## src/verilog/tlb_config.svh

```systemverilog
`ifndef TLB_CONFIG_SVH
`define TLB_CONFIG_SVH

// array size and index width
`define TLB_ENTRIES 32
`define TLB_IDX_W 5

// key fields
`define TLB_VPPN_W 19
`define TLB_ASID_W 10
`define TLB_PS_W 6

// value fields
`define TLB_PPN_W 20

// huge page code compares the upper vppn bits only
`define TLB_PS_HUGE 22
`define TLB_VPPN_HI_W 9

`endif
```

## src/verilog/tlb_pkg.sv

```systemverilog
`include "tlb_config.svh"

package tlb_pkg;

  typedef logic [`TLB_IDX_W-1:0]  tlb_idx_t;
  typedef logic [`TLB_VPPN_W-1:0] tlb_vppn_t;
  typedef logic [`TLB_ASID_W-1:0] tlb_asid_t;
  typedef logic [`TLB_PPN_W-1:0]  tlb_ppn_t;
  typedef logic [`TLB_PS_W-1:0]   tlb_ps_t;
  typedef logic [`TLB_ENTRIES-1:0] tlb_mask_t;

  typedef struct packed {
    tlb_vppn_t vppn;
    tlb_ps_t   ps;
    logic      g;
    tlb_asid_t asid;
    logic      e;
  } tlb_key_t;

  // translation of one page of the pair
  typedef struct packed {
    tlb_ppn_t   ppn;
    logic       v;
    logic       d;
    logic [1:0] plv;
    logic [1:0] mat;
  } tlb_value_t;

  typedef struct packed {
    tlb_key_t   key;
    tlb_value_t value0;
    tlb_value_t value1;
  } tlb_entry_t;

  typedef struct packed {
    logic fill;
    logic wr;
    logic inv;
    logic srch;
    logic rd;
  } tlb_op_t;

  typedef enum logic [4:0] {
    INV_ALL0              = 5'd0,
    INV_ALL1              = 5'd1,
    INV_GLOBAL            = 5'd2,
    INV_NONGLOBAL         = 5'd3,
    INV_ASID              = 5'd4,
    INV_ASID_VA           = 5'd5,
    INV_GLOBAL_OR_ASID_VA = 5'd6
  } tlb_inv_op_e;

  typedef struct packed {
    logic        valid;
    tlb_inv_op_e op;
  } tlb_inv_cmd_t;

endpackage

```

## src/verilog/tlb_array.sv

```systemverilog
`include "tlb_config.svh"

module tlb_array (
  input  logic                  clk,
  input  logic                  rst_n,
  input  tlb_pkg::tlb_op_t      op_i,
  input  logic                  stall_i,
  input  tlb_pkg::tlb_idx_t     w_index_i,
  input  tlb_pkg::tlb_entry_t   w_entry_i,
  input  tlb_pkg::tlb_inv_op_e  inv_op_i,
  input  tlb_pkg::tlb_vppn_t    inv_vppn_i,
  input  tlb_pkg::tlb_asid_t    inv_asid_i,
  input  tlb_pkg::tlb_vppn_t    srch_vppn_i,
  input  tlb_pkg::tlb_asid_t    srch_asid_i,
  output logic                  srch_hit_o,
  output tlb_pkg::tlb_idx_t     srch_idx_o,
  output tlb_pkg::tlb_entry_t   rd_entry_o
);

  tlb_pkg::tlb_mask_t                     we_mask;
  tlb_pkg::tlb_inv_cmd_t                  inv_cmd;
  tlb_pkg::tlb_entry_t [`TLB_ENTRIES-1:0] entries;
  tlb_pkg::tlb_mask_t                     hit_mask;

  tlb_cmd_decode u_cmd_decode (
    .clk       (clk),
    .rst_n     (rst_n),
    .op_i      (op_i),
    .stall_i   (stall_i),
    .w_index_i (w_index_i),
    .inv_op_i  (inv_op_i),
    .we_mask_o (we_mask),
    .inv_cmd_o (inv_cmd)
  );

  // one slot per entry sharing the broadcast operands
  for (genvar i = 0; i < `TLB_ENTRIES; i++) begin : g_slot
    tlb_slot u_slot (
      .clk          (clk),
      .rst_n        (rst_n),
      .stall_i      (stall_i),
      .we_i         (we_mask[i]),
      .w_entry_i    (w_entry_i),
      .inv_cmd_i    (inv_cmd),
      .inv_vppn_i   (inv_vppn_i),
      .inv_asid_i   (inv_asid_i),
      .srch_vppn_i  (srch_vppn_i),
      .srch_asid_i  (srch_asid_i),
      .entry_o      (entries[i]),
      .srch_match_o (hit_mask[i])
    );
  end

  tlb_lookup u_lookup (
    .clk        (clk),
    .rst_n      (rst_n),
    .op_i       (op_i),
    .stall_i    (stall_i),
    .w_index_i  (w_index_i),
    .hit_mask_i (hit_mask),
    .entries_i  (entries),
    .srch_hit_o (srch_hit_o),
    .srch_idx_o (srch_idx_o),
    .rd_entry_o (rd_entry_o)
  );

endmodule

```

## src/verilog/tlb_lookup.sv

```systemverilog
`include "tlb_config.svh"

module tlb_lookup (
  input  logic                                      clk,
  input  logic                                      rst_n,
  input  tlb_pkg::tlb_op_t                          op_i,
  input  logic                                      stall_i,
  input  tlb_pkg::tlb_idx_t                         w_index_i,
  input  tlb_pkg::tlb_mask_t                        hit_mask_i,
  input  tlb_pkg::tlb_entry_t [`TLB_ENTRIES-1:0]    entries_i,
  output logic                                      srch_hit_o,
  output tlb_pkg::tlb_idx_t                         srch_idx_o,
  output tlb_pkg::tlb_entry_t                       rd_entry_o
);

  logic                srch_hit;
  tlb_pkg::tlb_idx_t   srch_idx;
  tlb_pkg::tlb_entry_t rd_entry;
  logic                srch_hit_q;
  tlb_pkg::tlb_idx_t   srch_idx_q;
  tlb_pkg::tlb_entry_t rd_entry_q;

  // later index overrides so the highest hit wins
  always_comb begin
    srch_hit = 1'b0;
    srch_idx = '0;
    for (int i = 0; i < `TLB_ENTRIES; i++) begin
      if (hit_mask_i[i]) begin
        srch_hit = 1'b1;
        srch_idx = tlb_pkg::tlb_idx_t'(i);
      end
    end
  end

  // invalid entries read back as zeros
  always_comb begin
    rd_entry = entries_i[w_index_i];
    if (!rd_entry.key.e) begin
      rd_entry = '0;
    end
  end

  always_ff @(posedge clk) begin
    if (!rst_n) begin
      srch_hit_q <= 1'b0;
      srch_idx_q <= '0;
    end else if (!stall_i && op_i.srch) begin
      srch_hit_q <= srch_hit;
      srch_idx_q <= srch_idx;
    end
  end

  always_ff @(posedge clk) begin
    if (!rst_n) begin
      rd_entry_q <= '0;
    end else if (!stall_i && op_i.rd) begin
      rd_entry_q <= rd_entry;
    end
  end

  assign srch_hit_o = srch_hit_q;
  assign srch_idx_o = srch_idx_q;
  assign rd_entry_o = rd_entry_q;

endmodule

```

## src/verilog/tlb_slot.sv

```systemverilog
`include "tlb_config.svh"

module tlb_slot (
  input  logic                   clk,
  input  logic                   rst_n,
  input  logic                   stall_i,
  input  logic                   we_i,
  input  tlb_pkg::tlb_entry_t    w_entry_i,
  input  tlb_pkg::tlb_inv_cmd_t  inv_cmd_i,
  input  tlb_pkg::tlb_vppn_t     inv_vppn_i,
  input  tlb_pkg::tlb_asid_t     inv_asid_i,
  input  tlb_pkg::tlb_vppn_t     srch_vppn_i,
  input  tlb_pkg::tlb_asid_t     srch_asid_i,
  output tlb_pkg::tlb_entry_t    entry_o,
  output logic                   srch_match_o
);

  localparam int VPPN_LO_W = `TLB_VPPN_W - `TLB_VPPN_HI_W;

  tlb_pkg::tlb_entry_t entry_q;
  logic                inv_addr_match_q;
  logic                inv_asid_match_q;
  logic                inv_hit;

  // huge pages ignore the low vppn part
  function automatic logic vppn_match(
    input tlb_pkg::tlb_vppn_t ent_vppn,
    input tlb_pkg::tlb_vppn_t key_vppn,
    input tlb_pkg::tlb_ps_t   ps
  );
    logic hi_eq;
    logic lo_eq;
    hi_eq = ent_vppn[`TLB_VPPN_W-1:VPPN_LO_W] == key_vppn[`TLB_VPPN_W-1:VPPN_LO_W];
    lo_eq = ent_vppn[VPPN_LO_W-1:0] == key_vppn[VPPN_LO_W-1:0];
    return hi_eq && (lo_eq || ps == tlb_pkg::tlb_ps_t'(`TLB_PS_HUGE));
  endfunction

  assign srch_match_o = entry_q.key.e &&
                        vppn_match(entry_q.key.vppn, srch_vppn_i, entry_q.key.ps) &&
                        (entry_q.key.asid == srch_asid_i || entry_q.key.g);

  // m1 stage of invtlb keeps compare results for the strobe cycle
  always_ff @(posedge clk) begin
    if (!rst_n) begin
      inv_addr_match_q <= 1'b0;
      inv_asid_match_q <= 1'b0;
    end else if (!stall_i) begin
      inv_addr_match_q <= vppn_match(entry_q.key.vppn, inv_vppn_i, entry_q.key.ps);
      inv_asid_match_q <= entry_q.key.asid == inv_asid_i;
    end
  end

  // invalidate op table ignores the valid bit
  always_comb begin
    inv_hit = 1'b0;
    case (inv_cmd_i.op)
      tlb_pkg::INV_ALL0,
      tlb_pkg::INV_ALL1: begin
        inv_hit = 1'b1;
      end
      tlb_pkg::INV_GLOBAL: begin
        inv_hit = entry_q.key.g;
      end
      tlb_pkg::INV_NONGLOBAL: begin
        inv_hit = !entry_q.key.g;
      end
      tlb_pkg::INV_ASID: begin
        inv_hit = !entry_q.key.g && inv_asid_match_q;
      end
      tlb_pkg::INV_ASID_VA: begin
        inv_hit = !entry_q.key.g && inv_asid_match_q && inv_addr_match_q;
      end
      tlb_pkg::INV_GLOBAL_OR_ASID_VA: begin
        inv_hit = (entry_q.key.g || inv_asid_match_q) && inv_addr_match_q;
      end
      default: begin
        inv_hit = 1'b0;
      end
    endcase
    inv_hit = inv_hit && inv_cmd_i.valid;
  end

  // a write in the same cycle takes priority over invalidate
  always_ff @(posedge clk) begin
    if (!rst_n) begin
      entry_q.key.e <= 1'b0;
    end else if (!stall_i) begin
      if (we_i) begin
        entry_q <= w_entry_i;
      end else if (inv_hit) begin
        entry_q.key.e <= 1'b0;
      end
    end
  end

  assign entry_o = entry_q;

endmodule

```

## src/verilog/tlb_cmd_decode.sv

```systemverilog
`include "tlb_config.svh"

module tlb_cmd_decode (
  input  logic                   clk,
  input  logic                   rst_n,
  input  tlb_pkg::tlb_op_t       op_i,
  input  logic                   stall_i,
  input  tlb_pkg::tlb_idx_t      w_index_i,
  input  tlb_pkg::tlb_inv_op_e   inv_op_i,
  output tlb_pkg::tlb_mask_t     we_mask_o,
  output tlb_pkg::tlb_inv_cmd_t  inv_cmd_o
);

  tlb_pkg::tlb_idx_t fill_cnt_q;

  // pseudo random fill slot that keeps running through stalls
  always_ff @(posedge clk) begin
    if (!rst_n) begin
      fill_cnt_q <= '0;
    end else begin
      fill_cnt_q <= fill_cnt_q + tlb_pkg::tlb_idx_t'(1);
    end
  end

  // one-hot write enable for the target slot
  always_comb begin
    we_mask_o = '0;
    if (!stall_i) begin
      if (op_i.fill) begin
        we_mask_o[fill_cnt_q] = 1'b1;
      end
      if (op_i.wr) begin
        we_mask_o[w_index_i] = 1'b1;
      end
    end
  end

  // broadcast to every slot where each decides on its own
  always_comb begin
    inv_cmd_o.valid = op_i.inv && !stall_i;
    inv_cmd_o.op    = inv_op_i;
  end

endmodule

```

## config.mk

```make
export PLATFORM = sky130hd
export DESIGN_NAME = tlb_array
export DESIGN_NICKNAME = d
export VERILOG_FILES = /design/src/verilog/tlb_pkg.sv /design/src/verilog/tlb_array.sv /design/src/verilog/tlb_lookup.sv /design/src/verilog/tlb_slot.sv /design/src/verilog/tlb_cmd_decode.sv
export VERILOG_INCLUDE_DIRS = /design/src /design/src/verilog
export SDC_FILE = /design/constraint.sdc
export NUM_CORES = 2
export LEC_CHECK = 0
export ABC_AREA = 0
export BUFFER_PORTS_ARGS = -buffer_cell sky130_fd_sc_hd__buf_2
export CAP_MARGIN = 10
export CORE_MARGIN = 2
export CORE_UTILIZATION = 50
export CTS_BUF_LIST = sky130_fd_sc_hd__clkbuf_8
export DETAILED_ROUTE_END_ITERATION = 8
export PLACE_DENSITY = 0.68
export SETUP_SLACK_MARGIN = 0.15
export SKIP_LAST_GASP = 1
export SLEW_MARGIN = 30
export SYNTH_ARGS = -nofsm -noshare
export SYNTH_HDL_FRONTEND = slang
export SYNTH_SLANG_ARGS = --single-unit
```

## constraint.sdc

```tcl
create_clock -name clk -period 3.95 [get_ports clk]
set_input_delay 0.1975 -clock clk [delete_from_list [all_inputs] [get_ports clk]]
set_output_delay 0.1975 -clock clk [all_outputs]
set_load 0.02 [all_outputs]
```

* Word level (Yosys, flattened, before mapping) *
Cells that the tools add are included.

storage, ports and cells
  flip-flop bits (word level) = 3012
  word-level logic and storage cells = 1489
  input port bits = 165

cells by class
  $add $sub $neg = 1
  order comparisons = 4
  multiplexer cells = 170
  equality and inequality tests = 230
  bitwise operators = 2
  reductions and logical operators = 520

operator list
  kind                                                                                  count
  10-bit == test                                                                        128
  9-bit == test                                                                         64
  89-bit binary-select mux with 5-bit select                                            1
  1-bit logical AND                                                                     261
  6-bit by 5-bit == test with 1-bit output (second input constant)                      32
  1-bit case mux with 6 select lines                                                    32
  89-bit two-way mux                                                                    2
  1-bit logical OR                                                                      128
  32-bit two-way mux                                                                    4
  1-bit two-way mux                                                                     99
  3-bit AND reduction                                                                   32
  5-bit two-way mux                                                                     16
  2-bit AND reduction                                                                   32
  2-bit nonzero test                                                                    32
  1-bit zero test                                                                       33
  4-bit two-way mux                                                                     8
  32-bit OR                                                                             1
  5-bit by 3-bit == test with 1-bit output (second input constant)                      3
  5-bit by 6-bit less-than comparator with 1-bit output (second input constant)         2
  3-bit two-way mux                                                                     4
  1-bit demux with 5-bit select                                                         2
  5-bit by 2-bit == test with 1-bit output (second input constant)                      2
  5-bit by 1-bit greater-or-equal comparator with 1-bit output (second input constant)  2
  5-bit by 1-bit adder with 5-bit output (second input constant)                        1
  other kinds (5)                                                                       6

* Logic depth before layout (Yosys ltp) *
  depth after elaboration = 37
  gate-level depth with buffers = 11

* By module *
Synthesis repeated with hierarchy kept, for this count alone.

unflattened totals
  cells, all modules = 8404
  area total of the unflattened synthesis = 137857.2 sq um

modules (own cells, without submodules)
  module                            area an instance (sq um)  times used  cells an instance
  tlb_slot at g_slot[0].u_slot ...  3504.6                    31          193
  tlb_lookup                        24791.3                   1           2099
  tlb_slot at g_slot[10].u_slot     3512.1                    1           193
  tlb_cmd_decode                    910.9                     1           129

* Least setup slack after synthesis *
No wires, ideal clock.

  path kind = in2reg
  start point = in w_index_i[1]
  end point = reg g_slot[6].u_slot.entry_q (netlist bit g_slot[6].u_slot.entry_o[0]) (enable)
  stages = 10
  library setup time = 0.456 ns
  path buffers = 5
  required time = 3.494 ns
  arrival time = 3.753 ns
  slack = -0.259 ns
  cell sequence = clkbuf_1 buf_4 buf_2 buf_2 buf_4 nand2_1 nor2_2 a22oi_1 nor2_1 and2_1

between the ends
  cells in the longest elaborated chain, start to end = 8
  elaborated cells on any way between the ends = 9

ends and longest elaborated chain
  item                                                                                                                                                         RTL line              source
  start, declared                                                                                                                                              tlb_array.sv:8        input tlb_pkg::tlb_idx_t w_index_i,
  5-bit by 6-bit less-than comparator with 1-bit output (implied by the code) or 5-bit by 1-bit greater-or-equal comparator with 1-bit output (tied branches)  tlb_cmd_decode.sv:33  we_mask_o[w_index_i] = 1'b1;
  1-bit logical AND (implied by the code)                                                                                                                      tlb_cmd_decode.sv:33
  1-bit two-way mux (implied by the code)                                                                                                                      tlb_cmd_decode.sv:33
  1-bit demux with 5-bit select *                                                                                                                              n/a
  32-bit OR (no line) *                                                                                                                                        n/a
  32-bit two-way mux *                                                                                                                                         tlb_cmd_decode.sv:32  if (op_i.wr) begin
  32-bit two-way mux *                                                                                                                                         tlb_cmd_decode.sv:28  if (!stall_i) begin
  3-bit AND reduction (no line) *                                                                                                                              n/a
  end signal, assigned                                                                                                                                         tlb_slot.sv:89        entry_q <= w_entry_i;
  end, declared                                                                                                                                                tlb_slot.sv:20        tlb_pkg::tlb_entry_t entry_q;

Every way passes the cells marked *; elsewhere a longest branch is shown, timed or not.
A chain may end at the register's enable or synchronous reset.

* Worst setup path after layout *
  start point = reg g_slot[23].u_slot.entry_q (netlist bit g_slot[23].u_slot.entry_o[65])
  end point = reg u_lookup.srch_idx_q[1] (netlist: u_lookup.srch_idx_o[1])

between the ends
  cells in the longest elaborated chain, start to end = 14

ends and longest elaborated chain
  item                                      RTL line          source
  start, declared                           tlb_slot.sv:20
  start signal, assigned                    tlb_slot.sv:89
  6-bit by 5-bit == test with 1-bit output  tlb_slot.sv:35    return hi_eq && (lo_eq || ps == tlb_pkg::tlb_ps_t'(`TLB_PS_HUGE));
  1-bit logical OR                          tlb_slot.sv:35
  1-bit logical AND                         tlb_slot.sv:35
  1-bit logical AND                         tlb_slot.sv:38    assign srch_match_o = entry_q.key.e &&
  1-bit logical AND                         tlb_slot.sv:39    vppn_match(entry_q.key.vppn, srch_vppn_i, entry_q.key.ps) &&
  5-bit two-way mux (9 in series)           tlb_lookup.sv:28  if (hit_mask_i[i]) begin
  end signal, assigned                      tlb_lookup.sv:49  srch_idx_q <= srch_idx;
  end, declared                             tlb_lookup.sv:20  tlb_pkg::tlb_idx_t srch_idx_q;

Every way passes these cells.

==> metrics.md <==
| Metric | Value |
|---|---|
| Violations in the final reports | negative hold slack |
| Io pins | 260 |
| Die height | 527.0 um |
| Final Setup Violations | 0 |
| Final #Nets | 9110 |
| Total CTS buffers | 482 |
| Post-layout util | 57.13% |
| CP Cell Sequence | or4bb_1 > nor3b_1 > a31oi_2 > nor3_2 > a41oi_1 > and3_1 > or3_1 > o21ai_1 > dlygate4sd3_1 |
| Distinct cells, synth | 64 |
| Initial antenna violation count | 38 |
| Yosys warning count | 0 |
| Synth Register Bits | 3012 |
| Slew headroom | 23.31% |
| VDD IR max | 0.4036 mV |
| Crit path largest cell delay | 720 ps |
| Worst-path maximum fanout | 5 |
| Status | complete, but fails checks |
| Port bufs | 259 |
| Startpoint types | flip-flop |
| Detailed Route WL | 481.2 mm |
| Endpoint type of the worst setup path | flip-flop |
| Total negative slack | 0 ps |
| Total power | 66230 uW |
| Register area share after synthesis | 64.69% |
| Syn Inst Count | 8173 |
| Ranking of synthesized cells by area | edfxtp_1 (62%), mux4_2 (12%), xor2_1 (6.6%) |
| Most frequent cells after synthesis | edfxtp_1 (2816), xor2_1 (1027), xnor2_1 (832), mux4_2 (712), a22oi_1 (474) |
| Area grow syn2layout | 13.98% |
| Setup CP Type | reg2reg |
| DIE WIDTH | 527.0 um |
| Gr ovfl total | 0 |
| Most frequent cell after synthesis | edfxtp_1 |
| Finished Cell Area | 155900 um2 |
| Pwr Density | 424.8 nW/um2 |
| Reg2reg start | g_slot[23].u_slot.entry_o[65] |
| GP Congestion | 1.041 |
| Hold Path Class | in2reg |
| RSZ-0062 raised after global routing | false |
| Mapped Area | 136800 um2 |
| CTS root buf | clkbuf_8 |
| Worst Reg-to-Reg Cells | 9 |
| Share of the synthesized area in the top cell type | 61.83% |
| Initial DRC count | 13.03k |
| Die area | 277700 um2 |
| Share of flip-flops with an asynchronous set or reset | 0% |
| Post-route DRC | 0 |
| Placement row count | 192 |
| Synth area leader | edfxtp_1 |
| Final hold vios | 1 |
| Share of layout cells above drive strength 1 | 22.72% |
| Critical path arrival | 4730 ps |
| Routed Antenna Nets | 0 |
| Deepest clock path buffer count | 4 |
| Internal reg-to-reg setup slack | 310 ps |
| Pin count of the biggest net entering global routing | 100 |
| Final critical-path required period | 3644 ps |
| Slew Viols, Final | 0 |
| CP required | 5030 ps |
| Synthesized area per cell | 16.73 um2 |
| Fmax | 274.4 MHz |
| Pleak | 0.05001 uW |
| Post-detailed-placement half-perimeter wirelength | 306.8 mm |
| Postcts setup bufs | 0 |
| CTS clk-pin slew, worst paths | 70 ps |
| Via count | 86.09k |
| Routed wire per std cell | 37.13 um |
| Clock Latency Late Sink | 1190 ps |
| First-pass GRT wire length | 667.1 mm |
| Hold Path End | g_slot[26].u_slot.entry_o[52] |
| GRT Total Usage | 34.17% |
| Initial core utilization | 50.12% |
| Synthesized Nets | 8342 |
| Clock sinks | 3012 |
| Min-Delay Path Depth | 7 |
| First-pass iteration count of the detailed router | 7 |
| Min-Delay Startpoint | inv_op_i[1] |
| # Max-Cap Violations | 0 |
| Post-DP Area | 145000 um2 |
| Post-synth EDFFs | 2816 |
| Worst Hold Slack | -1.148 ps |
| Vias per cell | 6.644 |
| Most used DFF post-synth | edfxtp_1 |
| Fin crit share | 92.25% |
| Number of global-route vias before repair | 85.12k |
| Clk_skew | 109.8 ps |
| H-tree levels | 5 |
| RR Endpoint | u_lookup.srch_idx_o[1] |
| Core area | 272900 um2 |
| TritonCTS clock tree | done |
| Slowest cell on crit path | nor3b_1 |
| Worst-margin pin slew | 1141 ps |
## sequential cells by signal (all words and copies together) (netlist names)
signal and flops:
u_lookup.rd_entry_o 89, g_slot.u_slot.entry_o 2848, u_lookup.srch_idx_o 5, g_slot.u_slot.inv_addr_match_q 32
g_slot.u_slot.inv_asid_match_q 32, u_cmd_decode.fill_cnt_q 5, u_lookup.srch_hit_o 1
## how the worst max path moves through the flow
stage	end	cells after the start	slack [ps]	start
after global routing	u_lookup.srch_idx_o[1]	11	220	g_slot[31].u_slot.entry_o[67]
final	u_lookup.srch_idx_o[1]	9	310	g_slot[23].u_slot.entry_o[65]
after global placement	u_lookup.srch_idx_o[1]	11	550	srch_asid_i[4]
after detailed placement	u_lookup.srch_idx_o[1]	12	580	srch_asid_i[0]
after CTS	u_lookup.srch_idx_o[1]	9	240	g_slot[5].u_slot.entry_o[67]
after floorplan	g_slot[6].u_slot.entry_o[0]	10	710	w_index_i[1]
## worst max-delay path: cells and delay by family (launching register included)
kind            cells  cell delay [ps]
compound gates      3              540
buf+inv             1              550
flops               1              360
simple gates        5             2110
## cell usage in the layout, fill, tap and decap left out, drive strengths merged, types with 39 or more instances in the layout
cell and n:
a21boi 63, a21oi 42, a22oi 474, and2 50, buf 705, clkbuf 522, clkinv 169, dfxtp 196
dlygate4sd3 147, edfxtp 2816, inv 187, mux4 712, nand2 133, nand3 43, nand4 310, nor2 76
nor2b 122, nor3 60, nor3b 39, nor4 283, o21ai 49, xnor2 832, xor2 1027
## routing by layer
layer,up-vias,routed length (um),global-route usage [%],part of all wire (%)
li1,34030,-,-,-
met1,44430,180600,47.04,38
met2,6392,214000,51.18,44
met3,1216,59550,8.573,12
met4,30,26690,16.12,5.5
met5,-,397,0,0.083
## cells by family (layout without fill, tap and decap cells)
kind of cell	after synthesis	after routing	synth area share [%]
xor gates and xnor gates	1859	1859	11.90
DFF	3012	3012	64.69
adders and majority gates	4	4	0.03659
buffers and inverters	573	1750	2.013
other	0	19	0
and+or+nand+nor	1218	1218	5.325
muxes	712	712	11.72
AOI/OAI and AO/OA	795	795	4.302
## cell type report
class | instances | area, um2
fill | 21030 | 117000
clock inverter | 373 | 2158
tap | 3589 | 4491
sequential | 3012 | 88480
antenna | 19 | 47.55
clock buffer | 520 | 7157
multi-input combinational | 4588 | 45800
inverter | 3 | 11.26
timing repair buffer | 854 | 7749
## metrics by stage
| step | instances | setup WS, ps |
|---|---|---|
| 3_3_place_gp | 11900 | 550.4 |
| 5_1_grt | 12950 | 215.6 |
| 4_1_cts | 12940 | 235.7 |
| 6_report | 12960 | 306.2 |
| 3_5_place_dp | 11900 | 581.5 |
| 2_1_floorplan | 8173 | 712.3 |
## where the power goes
part	total (uW)	switching, uW	internal [uW]
Combinational	4930	3150	1790
Sequential	35100	105	35000
Clock	26100	13000	13100
Total	66200	16200	50000
## timing repair
| action | 4_1_cts | 5_1_grt |
|---|---|---|
| hold buffers | 148 | 0 |
| setup endpoints to repair | 0 | 1 |
| endpoints found under the hold margin | 3084 | 0 |
| resized for setup | 0 | 1 |
(Power assumes the default switching activity.)
